$ cat src/fsctl_pkg.sv
package fsctl_pkg;

	// ----------------------------------------
	// sizes
	localparam int DATA_W     = 32;
	localparam int IDX_W      = 8;
	localparam int IMG_W      = 12;
	localparam int STEP_W     = 16;
	localparam int SPEED_W    = 16;
	localparam int MS_W       = 3;
	localparam int MOTOR_NBR  = 4;
	localparam int STREAM_NBR = 3;
	localparam int MT_SEL_W   = $clog2(MOTOR_NBR);
	localparam int GEOM_WORDS = 5;

	localparam logic [DATA_W-1:0] CORE_VERSION = 32'hFF00_FF00;

	// ----------------------------------------
	// register map
	localparam logic [IDX_W-1:0] REG_CTRL          = 8'd0;
	localparam logic [IDX_W-1:0] REG_DISP          = 8'd1;
	localparam logic [IDX_W-1:0] REG_S1_BASE       = 8'd2;
	localparam logic [IDX_W-1:0] REG_S2_BASE       = 8'd7;
	localparam logic [IDX_W-1:0] REG_MT_ENRST      = 8'd34;
	localparam logic [IDX_W-1:0] REG_MT_STATE      = 8'd35;
	localparam logic [IDX_W-1:0] REG_MT_STARTSTOP  = 8'd36;
	localparam logic [IDX_W-1:0] REG_MT_MS         = 8'd37;
	localparam logic [IDX_W-1:0] REG_MT_DIR        = 8'd38;
	localparam logic [IDX_W-1:0] REG_MT_STEP_BASE  = 8'd47;
	localparam logic [IDX_W-1:0] REG_MT_SPEED_BASE = 8'd55;
	localparam logic [IDX_W-1:0] REG_VERSION       = 8'd255;

	// control reset value with busy in bit 1 and soft reset in bit 0
	localparam logic [1:0] CTRL_RST = 2'b00;
	// order in bit 0 and s0 to s2 running above it
	localparam logic [3:0] DISP_RST = 4'b0010;

	// ----------------------------------------
	typedef struct packed {
		logic [3:0]       pad_hi;
		logic [IMG_W-1:0] y;
		logic [3:0]       pad_lo;
		logic [IMG_W-1:0] x;
	} img_pair_t;

	typedef logic [7:0][3:0] motor_nib_t;

	// geometry sees a coordinate pair, motor groups see nibbles
	typedef union packed {
		img_pair_t  pair;
		motor_nib_t nib;
	} wr_word_u;

	typedef struct packed {
		logic     ctrl;
		logic     disp;
		logic     s1;
		logic     s2;
		logic     mt_enrst;
		logic     mt_startstop;
		logic     mt_ms;
		logic     mt_dir;
		logic     mt_step;
		logic     mt_speed;
		logic [2:0] sub;
		wr_word_u word;
	} wr_sel_t;

	typedef struct packed {
		logic [IMG_W-1:0] width;
		logic [IMG_W-1:0] height;
		logic [IMG_W-1:0] win_left;
		logic [IMG_W-1:0] win_top;
		logic [IMG_W-1:0] win_width;
		logic [IMG_W-1:0] win_height;
		logic [IMG_W-1:0] dst_left;
		logic [IMG_W-1:0] dst_top;
		logic [IMG_W-1:0] dst_width;
		logic [IMG_W-1:0] dst_height;
	} stream_geom_t;

	typedef struct packed {
		logic               xen;
		logic               xrst;
		logic               start;
		logic               stop;
		logic [MS_W-1:0]    ms;
		logic               dir;
		logic [STEP_W-1:0]  step;
		logic [SPEED_W-1:0] speed;
	} motor_ctl_t;

	typedef struct packed {
		logic zpsign;
		logic tpsign;
		logic state;
	} motor_sts_t;

	// true when addr falls in [base, base + n)
	function automatic logic idx_in(input logic [IDX_W-1:0] addr,
		input logic [IDX_W-1:0] base, input int unsigned n);
		return (addr >= base) && (addr < base + n);
	endfunction

endpackage
$ cat src/fsctl_top.sv
module fsctl_top import fsctl_pkg::*; (
	input  logic                        o_clk,
	input  logic                        o_resetn,
	input  logic                        i_wr_en,
	input  logic [IDX_W-1:0]            i_wr_addr,
	input  logic [DATA_W-1:0]           i_wr_data,
	input  logic                        i_rd_en,
	input  logic [IDX_W-1:0]            i_rd_addr,
	input  logic                        i_fsync,
	input  motor_sts_t [MOTOR_NBR-1:0] i_motor_sts,
	output logic [DATA_W-1:0]           o_rd_data,
	output logic                        o_fsync,
	output logic                        o_soft_resetn,
	output logic                        o_order_1over2,
	output logic [STREAM_NBR-1:0]       o_stream_resetn,
	output stream_geom_t                o_s1_geom,
	output stream_geom_t                o_s2_geom,
	output motor_ctl_t [MOTOR_NBR-1:0] o_motor
);

	wr_sel_t      wr;
	logic         cfg_busy;
	logic [3:0]   disp_stage;
	stream_geom_t s1_stage;
	stream_geom_t s2_stage;

	// ----------------------------------------
	fsctl_decode u_decode (
		.o_clk     (o_clk),
		.o_resetn  (o_resetn),
		.i_wr_en   (i_wr_en),
		.i_wr_addr (i_wr_addr),
		.i_wr_data (i_wr_data),
		.o_wr      (wr)
	);

	// running bits also read back through the display word
	fsctl_stream_cfg u_stream_cfg (
		.o_clk           (o_clk),
		.o_resetn        (o_resetn),
		.i_wr            (wr),
		.i_fsync         (i_fsync),
		.o_fsync         (o_fsync),
		.o_soft_resetn   (o_soft_resetn),
		.o_cfg_busy      (cfg_busy),
		.o_order_1over2  (o_order_1over2),
		.o_running       (),
		.o_stream_resetn (o_stream_resetn),
		.o_s1_geom       (o_s1_geom),
		.o_s2_geom       (o_s2_geom),
		.o_s1_stage      (s1_stage),
		.o_s2_stage      (s2_stage),
		.o_disp_stage    (disp_stage)
	);

	fsctl_motor_ctl u_motor_ctl (
		.o_clk    (o_clk),
		.o_resetn (o_resetn),
		.i_wr     (wr),
		.o_motor  (o_motor)
	);

	fsctl_readback u_readback (
		.o_clk         (o_clk),
		.o_resetn      (o_resetn),
		.i_rd_en       (i_rd_en),
		.i_rd_addr     (i_rd_addr),
		.i_soft_resetn (o_soft_resetn),
		.i_cfg_busy    (cfg_busy),
		.i_disp_stage  (disp_stage),
		.i_s1_stage    (s1_stage),
		.i_s2_stage    (s2_stage),
		.i_motor       (o_motor),
		.i_motor_sts   (i_motor_sts),
		.o_rd_data     (o_rd_data)
	);

endmodule

$ cat src/fsctl_readback.sv
module fsctl_readback import fsctl_pkg::*; (
	input  logic                        o_clk,
	input  logic                        o_resetn,
	input  logic                        i_rd_en,
	input  logic [IDX_W-1:0]            i_rd_addr,
	input  logic                        i_soft_resetn,
	input  logic                        i_cfg_busy,
	input  logic [3:0]                  i_disp_stage,
	input  stream_geom_t                i_s1_stage,
	input  stream_geom_t                i_s2_stage,
	input  motor_ctl_t [MOTOR_NBR-1:0] i_motor,
	input  motor_sts_t [MOTOR_NBR-1:0] i_motor_sts,
	output logic [DATA_W-1:0]           o_rd_data
);

	logic [DATA_W-1:0] rd_word;

	// same packing as the write side
	function automatic img_pair_t geom_get(input stream_geom_t g, input logic [2:0] sub);
		img_pair_t p;
		p = '0;
		case (sub)
			3'd0: {p.y, p.x} = {g.height, g.width};
			3'd1: {p.y, p.x} = {g.win_top, g.win_left};
			3'd2: {p.y, p.x} = {g.win_height, g.win_width};
			3'd3: {p.y, p.x} = {g.dst_top, g.dst_left};
			3'd4: {p.y, p.x} = {g.dst_height, g.dst_width};
			default: p = '0;
		endcase
		return p;
	endfunction

	always_comb begin
		motor_nib_t          nib;
		logic [MT_SEL_W-1:0] mt;
		nib = '0;
		mt = '0;
		rd_word = '0;
		case (i_rd_addr)
			REG_CTRL: rd_word[1:0] = {i_cfg_busy, i_soft_resetn};
			REG_DISP: rd_word[3:0] = i_disp_stage;
			REG_MT_ENRST: begin
				for (int k = 0; k < MOTOR_NBR; k++)
					nib[k] = {2'b00, i_motor[k].xrst, i_motor[k].xen};
				rd_word = nib;
			end
			REG_MT_STATE: begin
				for (int k = 0; k < MOTOR_NBR; k++)
					nib[k] = {1'b0, i_motor_sts[k].state, i_motor_sts[k].tpsign,
						i_motor_sts[k].zpsign};
				rd_word = nib;
			end
			REG_MT_MS: begin
				for (int k = 0; k < MOTOR_NBR; k++)
					nib[k] = {1'b0, i_motor[k].ms};
				rd_word = nib;
			end
			REG_MT_DIR: begin
				for (int k = 0; k < MOTOR_NBR; k++)
					nib[k] = {3'b000, i_motor[k].dir};
				rd_word = nib;
			end
			REG_VERSION: rd_word = CORE_VERSION;
			default: begin
				if (idx_in(i_rd_addr, REG_S1_BASE, GEOM_WORDS)) begin
					rd_word = geom_get(i_s1_stage, 3'(i_rd_addr - REG_S1_BASE));
				end else if (idx_in(i_rd_addr, REG_S2_BASE, GEOM_WORDS)) begin
					rd_word = geom_get(i_s2_stage, 3'(i_rd_addr - REG_S2_BASE));
				end else if (idx_in(i_rd_addr, REG_MT_STEP_BASE, MOTOR_NBR)) begin
					mt = MT_SEL_W'(i_rd_addr - REG_MT_STEP_BASE);
					rd_word[STEP_W-1:0] = i_motor[mt].step;
				end else if (idx_in(i_rd_addr, REG_MT_SPEED_BASE, MOTOR_NBR)) begin
					mt = MT_SEL_W'(i_rd_addr - REG_MT_SPEED_BASE);
					rd_word[SPEED_W-1:0] = i_motor[mt].speed;
				end
			end
		endcase
	end

	// held until the next read
	always_ff @(posedge o_clk) begin
		if (!o_resetn)
			o_rd_data <= '0;
		else if (i_rd_en)
			o_rd_data <= rd_word;
	end

endmodule

$ cat src/fsctl_motor_ctl.sv
module fsctl_motor_ctl import fsctl_pkg::*; (
	input  logic                        o_clk,
	input  logic                        o_resetn,
	input  wr_sel_t                     i_wr,
	output motor_ctl_t [MOTOR_NBR-1:0] o_motor
);

	motor_nib_t         nib;
	logic [STEP_W-1:0]  wr_step;
	logic [SPEED_W-1:0] wr_speed;

	assign nib      = i_wr.word.nib;
	assign wr_step  = i_wr.word.pair[STEP_W-1:0];
	assign wr_speed = i_wr.word.pair[SPEED_W-1:0];

	// ----------------------------------------
	always_ff @(posedge o_clk) begin
		if (!o_resetn) begin
			o_motor <= '0;
		end else begin
			for (int k = 0; k < MOTOR_NBR; k++) begin
				// start and stop last one cycle
				o_motor[k].start <= 1'b0;
				o_motor[k].stop  <= 1'b0;

				if (i_wr.mt_enrst) begin
					o_motor[k].xen  <= nib[k][0];
					o_motor[k].xrst <= nib[k][1];
				end
				if (i_wr.mt_startstop) begin
					o_motor[k].start <= nib[k][0];
					o_motor[k].stop  <= nib[k][1];
				end
				if (i_wr.mt_ms)
					o_motor[k].ms <= nib[k][MS_W-1:0];
				if (i_wr.mt_dir)
					o_motor[k].dir <= nib[k][0];

				// full word with one index per motor
				if (i_wr.mt_step && i_wr.sub == 3'(k))
					o_motor[k].step <= wr_step;
				if (i_wr.mt_speed && i_wr.sub == 3'(k))
					o_motor[k].speed <= wr_speed;
			end
		end
	end

endmodule

$ cat src/fsctl_stream_cfg.sv
module fsctl_stream_cfg import fsctl_pkg::*; (
	input  logic                  o_clk,
	input  logic                  o_resetn,
	input  wr_sel_t               i_wr,
	input  logic                  i_fsync,
	output logic                  o_fsync,
	output logic                  o_soft_resetn,
	output logic                  o_cfg_busy,
	output logic                  o_order_1over2,
	output logic [STREAM_NBR-1:0] o_running,
	output logic [STREAM_NBR-1:0] o_stream_resetn,
	output stream_geom_t          o_s1_geom,
	output stream_geom_t          o_s2_geom,
	output stream_geom_t          o_s1_stage,
	output stream_geom_t          o_s2_stage,
	output logic [3:0]            o_disp_stage
);

	logic [3:0] low_nib;
	logic       fsync_meta;
	logic       fsync_sync;
	logic       fsync_prev;
	logic       fsync_rise;
	logic       cfg_load;

	// merge one geometry word into the staged set
	function automatic stream_geom_t geom_put(input stream_geom_t g, input logic [2:0] sub,
		input img_pair_t p);
		stream_geom_t r;
		r = g;
		case (sub)
			3'd0: begin
				r.width  = p.x;
				r.height = p.y;
			end
			3'd1: begin
				r.win_left = p.x;
				r.win_top  = p.y;
			end
			3'd2: begin
				r.win_width  = p.x;
				r.win_height = p.y;
			end
			3'd3: begin
				r.dst_left = p.x;
				r.dst_top  = p.y;
			end
			3'd4: begin
				r.dst_width  = p.x;
				r.dst_height = p.y;
			end
			default: r = g;
		endcase
		return r;
	endfunction

	assign low_nib   = i_wr.word.nib[0];
	assign o_running = o_disp_stage[3:1];

	// ----------------------------------------
	// control and staging registers
	always_ff @(posedge o_clk) begin
		if (!o_resetn) begin
			o_soft_resetn <= CTRL_RST[0];
			o_cfg_busy    <= CTRL_RST[1];
			o_disp_stage  <= DISP_RST;
			o_s1_stage    <= '0;
			o_s2_stage    <= '0;
		end else begin
			if (i_wr.ctrl) begin
				o_soft_resetn <= low_nib[0];
				o_cfg_busy    <= low_nib[1];
			end
			if (i_wr.disp)
				o_disp_stage <= low_nib;
			if (i_wr.s1)
				o_s1_stage <= geom_put(o_s1_stage, i_wr.sub, i_wr.word.pair);
			if (i_wr.s2)
				o_s2_stage <= geom_put(o_s2_stage, i_wr.sub, i_wr.word.pair);
		end
	end

	// ----------------------------------------
	// two sync flops then edge detect on frame sync
	always_ff @(posedge o_clk) begin
		if (!o_resetn) begin
			fsync_meta <= 1'b0;
			fsync_sync <= 1'b0;
			fsync_prev <= 1'b0;
			o_fsync    <= 1'b0;
		end else begin
			fsync_meta <= i_fsync;
			fsync_sync <= fsync_meta;
			fsync_prev <= fsync_sync;
			o_fsync    <= fsync_rise;
		end
	end

	assign fsync_rise = fsync_sync & ~fsync_prev;
	// busy holds off the transfer but not o_fsync
	assign cfg_load   = fsync_rise & ~o_cfg_busy;

	// active copy lands together with o_fsync
	always_ff @(posedge o_clk) begin
		if (!o_resetn) begin
			o_order_1over2  <= 1'b0;
			o_stream_resetn <= '0;
			o_s1_geom       <= '0;
			o_s2_geom       <= '0;
		end else if (cfg_load) begin
			o_order_1over2  <= o_disp_stage[0];
			o_stream_resetn <= o_running;
			o_s1_geom       <= o_s1_stage;
			o_s2_geom       <= o_s2_stage;
		end
	end

endmodule

$ cat src/fsctl_decode.sv
module fsctl_decode import fsctl_pkg::*; (
	input  logic              o_clk,
	input  logic              o_resetn,
	input  logic              i_wr_en,
	input  logic [IDX_W-1:0]  i_wr_addr,
	input  logic [DATA_W-1:0] i_wr_data,
	output wr_sel_t           o_wr
);

	wr_sel_t nxt;

	// ----------------------------------------
	// index match with at most one strobe per write
	always_comb begin
		nxt = '0;
		nxt.word = i_wr_data;
		if (i_wr_en) begin
			case (i_wr_addr)
				REG_CTRL:         nxt.ctrl = 1'b1;
				REG_DISP:         nxt.disp = 1'b1;
				REG_MT_ENRST:     nxt.mt_enrst = 1'b1;
				REG_MT_STARTSTOP: nxt.mt_startstop = 1'b1;
				REG_MT_MS:        nxt.mt_ms = 1'b1;
				REG_MT_DIR:       nxt.mt_dir = 1'b1;
				default: begin
					if (idx_in(i_wr_addr, REG_S1_BASE, GEOM_WORDS)) begin
						nxt.s1 = 1'b1;
						nxt.sub = 3'(i_wr_addr - REG_S1_BASE);
					end else if (idx_in(i_wr_addr, REG_S2_BASE, GEOM_WORDS)) begin
						nxt.s2 = 1'b1;
						nxt.sub = 3'(i_wr_addr - REG_S2_BASE);
					end else if (idx_in(i_wr_addr, REG_MT_STEP_BASE, MOTOR_NBR)) begin
						nxt.mt_step = 1'b1;
						nxt.sub = 3'(i_wr_addr - REG_MT_STEP_BASE);
					end else if (idx_in(i_wr_addr, REG_MT_SPEED_BASE, MOTOR_NBR)) begin
						nxt.mt_speed = 1'b1;
						nxt.sub = 3'(i_wr_addr - REG_MT_SPEED_BASE);
					end
					// state and version are read only, rest unmapped
				end
			endcase
		end
	end

	always_ff @(posedge o_clk) begin
		if (!o_resetn) begin
			o_wr <= '0;
		end else begin
			o_wr <= nxt;
		end
	end

endmodule

$ cat config.mk
export PLATFORM = sky130hd
export DESIGN_NAME = fsctl_top
export DESIGN_NICKNAME = d
export VERILOG_FILES = /design/src/fsctl_pkg.sv /design/src/fsctl_top.sv /design/src/fsctl_readback.sv /design/src/fsctl_motor_ctl.sv /design/src/fsctl_stream_cfg.sv /design/src/fsctl_decode.sv
export SDC_FILE = /design/constraint.sdc
export NUM_CORES = 2
export LEC_CHECK = 0
export ABC_CLOCK_PERIOD_IN_PS = 9100
export BUFFER_PORTS_ARGS = -buffer_cell sky130_fd_sc_hd__clkbuf_2
export CELL_PAD_IN_SITES_DETAIL_PLACEMENT = 0
export CELL_PAD_IN_SITES_GLOBAL_PLACEMENT = 1
export CORE_AREA = 4 4 278 280
export DETAILED_ROUTE_END_ITERATION = 12
export DIE_AREA = 0 0 282 284
export GPL_TIMING_DRIVEN = 0
export PLACE_DENSITY = 0.74
export SLEW_MARGIN = 15
export SYNTH_ARGS = -nofsm -noshare
export SYNTH_HDL_FRONTEND = slang
export SYNTH_SLANG_ARGS = --single-unit
export TNS_END_PERCENT = 5
$ cat constraint.sdc
create_clock -name o_clk -period 9.1 [get_ports o_clk]
set_clock_uncertainty 0.05 [all_clocks]
set_input_delay 0.91 -clock o_clk [delete_from_list [all_inputs] [get_ports o_clk]]
set_output_delay 0.91 -clock o_clk [all_outputs]
set_load 0.05 [all_outputs]
==> results.md <==
- Final Max Tran Viols: 0
- Avg Inst Size Synth: 8.57 um2
- Die ar.: 80100 um2
- Multi-input gate area: 14000 um2
- Total CTS buffers: 81
- Area Growth Syn to Fin: 21.8%
- Post-Route WL: 134 mm
- Clk_lat worst skew: 0.65 ns
- Die Wd: 282 um
- Data arrival time of the worst path: 5.82 ns
- Yosys warning count: 0
- Post-CTS Resized: 0
- Register area: about 14000 um2
- Fill cells: 7459
- Design area: roughly 36000 um2
- Cells after Synth: 3470
- WHS: 0.386 ns
- Gpl congestion: between 0.9 and 1
- Pint: between 5 and 6 mW
- Synthesized net count: ~3500
- Initial antenna violation count: 5
- R2r setup slk: 5.99 ns
- CP startpoint kind: input port
- CTS root buf: clkbuf_16
- Worst r2r src: u_stream_cfg.o_cfg_busy
- Sequential area share after synthesis: 0.487
- Initial Util: 0.399
- XOR/XNOR share of the synthesized area: 0.00202
- Fraction of layout cells with a size suffix above 1: 0.173
- Final Setup Violations: 0
- Fin cells: around 5100
- Largest net degree at the start of global routing: 14
- Port Buf Inserts: 496
- Iter 0 DRT Violations: around 3200
- P_leak: 12.9 nW
- Hold Vio Cnt, Final: 0
- Gate power share: 0.057
- Pre-CTS setup slack: 3.30 ns
- Via Count: around 28000
- Net Sw Frac: 0.242
- # clock sinks: 724
- Row cnt: 100
- Sum Neg Setup Slack: 0 ns
- Fin nets: around 4100
- Crit share post-route: 0.587
- GRT Util Overall: 0.321
- Hold Crit Class: register to register
- Final worst slack: between 3 and 4 ns
- Multiplexer share of the synthesized area: 0.0477
- Hold Path Stages: 1
- Distinct cells, synth: 68
- Floorplan core area: 74400 um2
- Largest family of logic cells by synthesized area: compound AO/OA/AOI/OAI gates
- Total grt overflow: 0
- Relative slew margins: 0.0977
- First-pass GRT wire length: 189 mm
- Status: completed
- Placed cell count: 4936
- Drt pass-1 iters: 9
- Max-cap violations: 0
- Peak VDD IR: 0.145 mV
- Vias in the first global route: 26854
- Hold Buf Count CTS: 0
- DP Area: 33400 um2
- Setup CP Type: input port to register
- Critical Path Fanout Max: 10
- Adder-cell share of the synthesized area: 0.00379
- Pwr/cell area: 194 nW/um2
- Worst Path Required: 9.58 ns
- DRC errors left: 0
- Vias per inst: 5.50
- Simple-gate share of the synthesized area: 0.200
- Fin crit period: 5.34 ns
- Worst slew pin tran: 1.34 ns
- Io pins: 503
- Dominant cell type by area after synthesis: dfxtp_1
- Synth top area cells: dfxtp_1, nand2_1, a21boi_0, clkbuf_1, mux4_2
- WL/cell: 26.2 um
- Final ANT Viol Nets: 0
- Power share of the clock group: 0.489
- Post-DP HPWL: 103 mm
- Hold path start: u_stream_cfg.fsync_meta
- Worst-case clock buffer depth: 3
- Synth top area share: 0.487
- Post-synthesis register bit count: between 700 and 800
- Worst hold endpoint: u_stream_cfg.fsync_sync
- Compound-Gate Fraction of Synth Area: 0.216
- Synth Cell Area: 29700 um2
- Unrepaired setup endpoints after global routing: false
- EDFF count, synth: 0
- Die Ht: around 280 um
- Share of synthesized registers carrying an async set or reset: 0
- Most used flip-flop cell after synthesis: dfxtp_1
- Worst r2r path cells: 6
- Worst-path clk slew: ~0.060 ns
- Flop pwr share: 0.454
- Number of H-tree levels: 3
- Fmax: 187 MHz
- RR Endpoint: u_stream_cfg.o_s2_geom[94]
- Crit. End Element: register
- Postcts setup bufs: 0
- CTS tree: done
- Psw: 1.70 mW
## through the flow
stage | util | total power, mW
3_5_place_dp | 0.449 | 3.65
5_1_grt | 0.486 | 7.19
6_report | 0.486 | 7.03
4_1_cts | 0.486 | 7.05
2_1_floorplan | - | 3.47
3_3_place_gp | 0.449 | 3.65
## layout make-up
class	instances	share of cell area
plain buffers	303	0.0343
diodes	2	0.000138
repair buffers	497	0.0688
flip-flops and latches	724	0.400
well taps	969	0.0335
multi-input cells	2434	0.386
clock buffers	121	0.0654
inverters	9	0.000933
clock inverters	28	0.0108
## cell usage after synthesis (3+ instances only)
master    number
a211oi_1       4
a21boi_0     613
a21oi_1       19
a221o_1        5
a221oi_1       5
a222oi_1      52
a22o_1        22
a22oi_1       12
a31oi_1       13
a32o_1         5
and2_1        38
and3_1        13
buf_1         13
buf_2         18
buf_4          7
buf_6          5
clkbuf_1     258
dfxtp_1      724
ha_1           9
inv_1          9
mux2_2         6
mux2i_1       63
mux4_2        32
nand2_1     1270
nand2b_1      10
nand3_1       21
nor2_1        51
nor2b_1       37
nor3_1         9
nor4_1         3
o211ai_1       7
o21a_1         3
o21ai_0       23
o221ai_1       5
o22a_1        18
o22ai_1       25
xor2_1         3
## how the worst max path moves through the flow
stage                            start                       to  slack, ns
after floorplan           i_rd_addr[0]  u_readback.o_rd_data[0]       5.20
after global placement    i_rd_addr[0]  u_readback.o_rd_data[7]       3.11
after detailed placement  i_rd_addr[0]  u_readback.o_rd_data[5]       3.30
after CTS                 i_rd_addr[0]  u_readback.o_rd_data[5]       3.97
after global routing      i_rd_addr[0]  u_readback.o_rd_data[5]       3.83
final                     i_rd_addr[0]  u_readback.o_rd_data[5]       3.76
## cells by family after synthesis
logic type	after synthesis
buffers and inverters	312
AO/OA/AOI/OAI	842
adder cells (fa/ha/maj)	9
XOR/XNOR	6
flip-flops	724
AND/OR/NAND/NOR	1476
multiplexers	101
## flip-flops by register name (all words and copies together) (netlist names)
register and count:
u_stream_cfg.o_s2_stage 120, u_stream_cfg.o_stream_resetn 3, u_readback.o_rd_data 29, u_decode.o_wr 41, u_stream_cfg.o_soft_resetn 1, u_stream_cfg.o_disp_stage 4, u_stream_cfg.o_cfg_busy 1, u_stream_cfg.o_fsync 1
u_stream_cfg.o_s2_geom 120, u_stream_cfg.fsync_prev 1, u_motor_ctl.o_motor 160, u_stream_cfg.o_s1_geom 120, u_stream_cfg.fsync_sync 1, u_stream_cfg.o_s1_stage 120, u_stream_cfg.fsync_meta 1, u_stream_cfg.o_order_1over2 1
## placed cells by master (no fill, tap or decap), drive strengths merged, types with 6 or more instances in the layout
master	n
a21boi	613
a21oi	19
a221oi	6
a222oi	52
a22o	22
a22oi	12
a31oi	13
and2	38
and3	14
buf	44
bufinv	8
clkbuf	876
clkinv	16
dfxtp	724
ha	9
inv	12
mux2	6
mux2i	63
mux4	32
nand2	1270
nand2b	10
nand3	21
nor2	53
nor2b	37
nor3	10
o211ai	7
o21ai	23
o22a	18
o22ai	25
## critical path, stage by stage
cell      delay (ns)
clkbuf_2        0.18
clkbuf_1        0.32
clkbuf_1        0.74
buf_2           0.53
inv_1           0.13
ha_1            0.22
clkbuf_8        0.18
clkbuf_1        0.38
clkbuf_1        0.55
a222oi_1        0.65
nor2_1          0.08
a21oi_1         0.36
o221ai_1        0.26
nor2_1          0.22
nor2_1          0.07
## power by group through the flow
| stage | logic, mW | clock network (mW) | registers [mW] |
|---|---|---|---|
| after floorplan | 0.205 | 0 | 3.27 |
| after global placement | 0.390 | 0 | 3.26 |
| after detailed placement | 0.390 | 0 | 3.26 |
| after CTS | 0.391 | 3.47 | 3.19 |
| after global routing | 0.413 | 3.59 | 3.19 |
| final | 0.400 | 3.44 | 3.19 |
## routing by layer
layer | GRT usage | wire, um
met1 | 0.406 | 53400
met2 | 0.533 | 62500
met3 | 0.0797 | 12200
met4 | 0.112 | 5360
met5 | 0 | 32
Note: power is estimated with default switching activity, not from simulation.
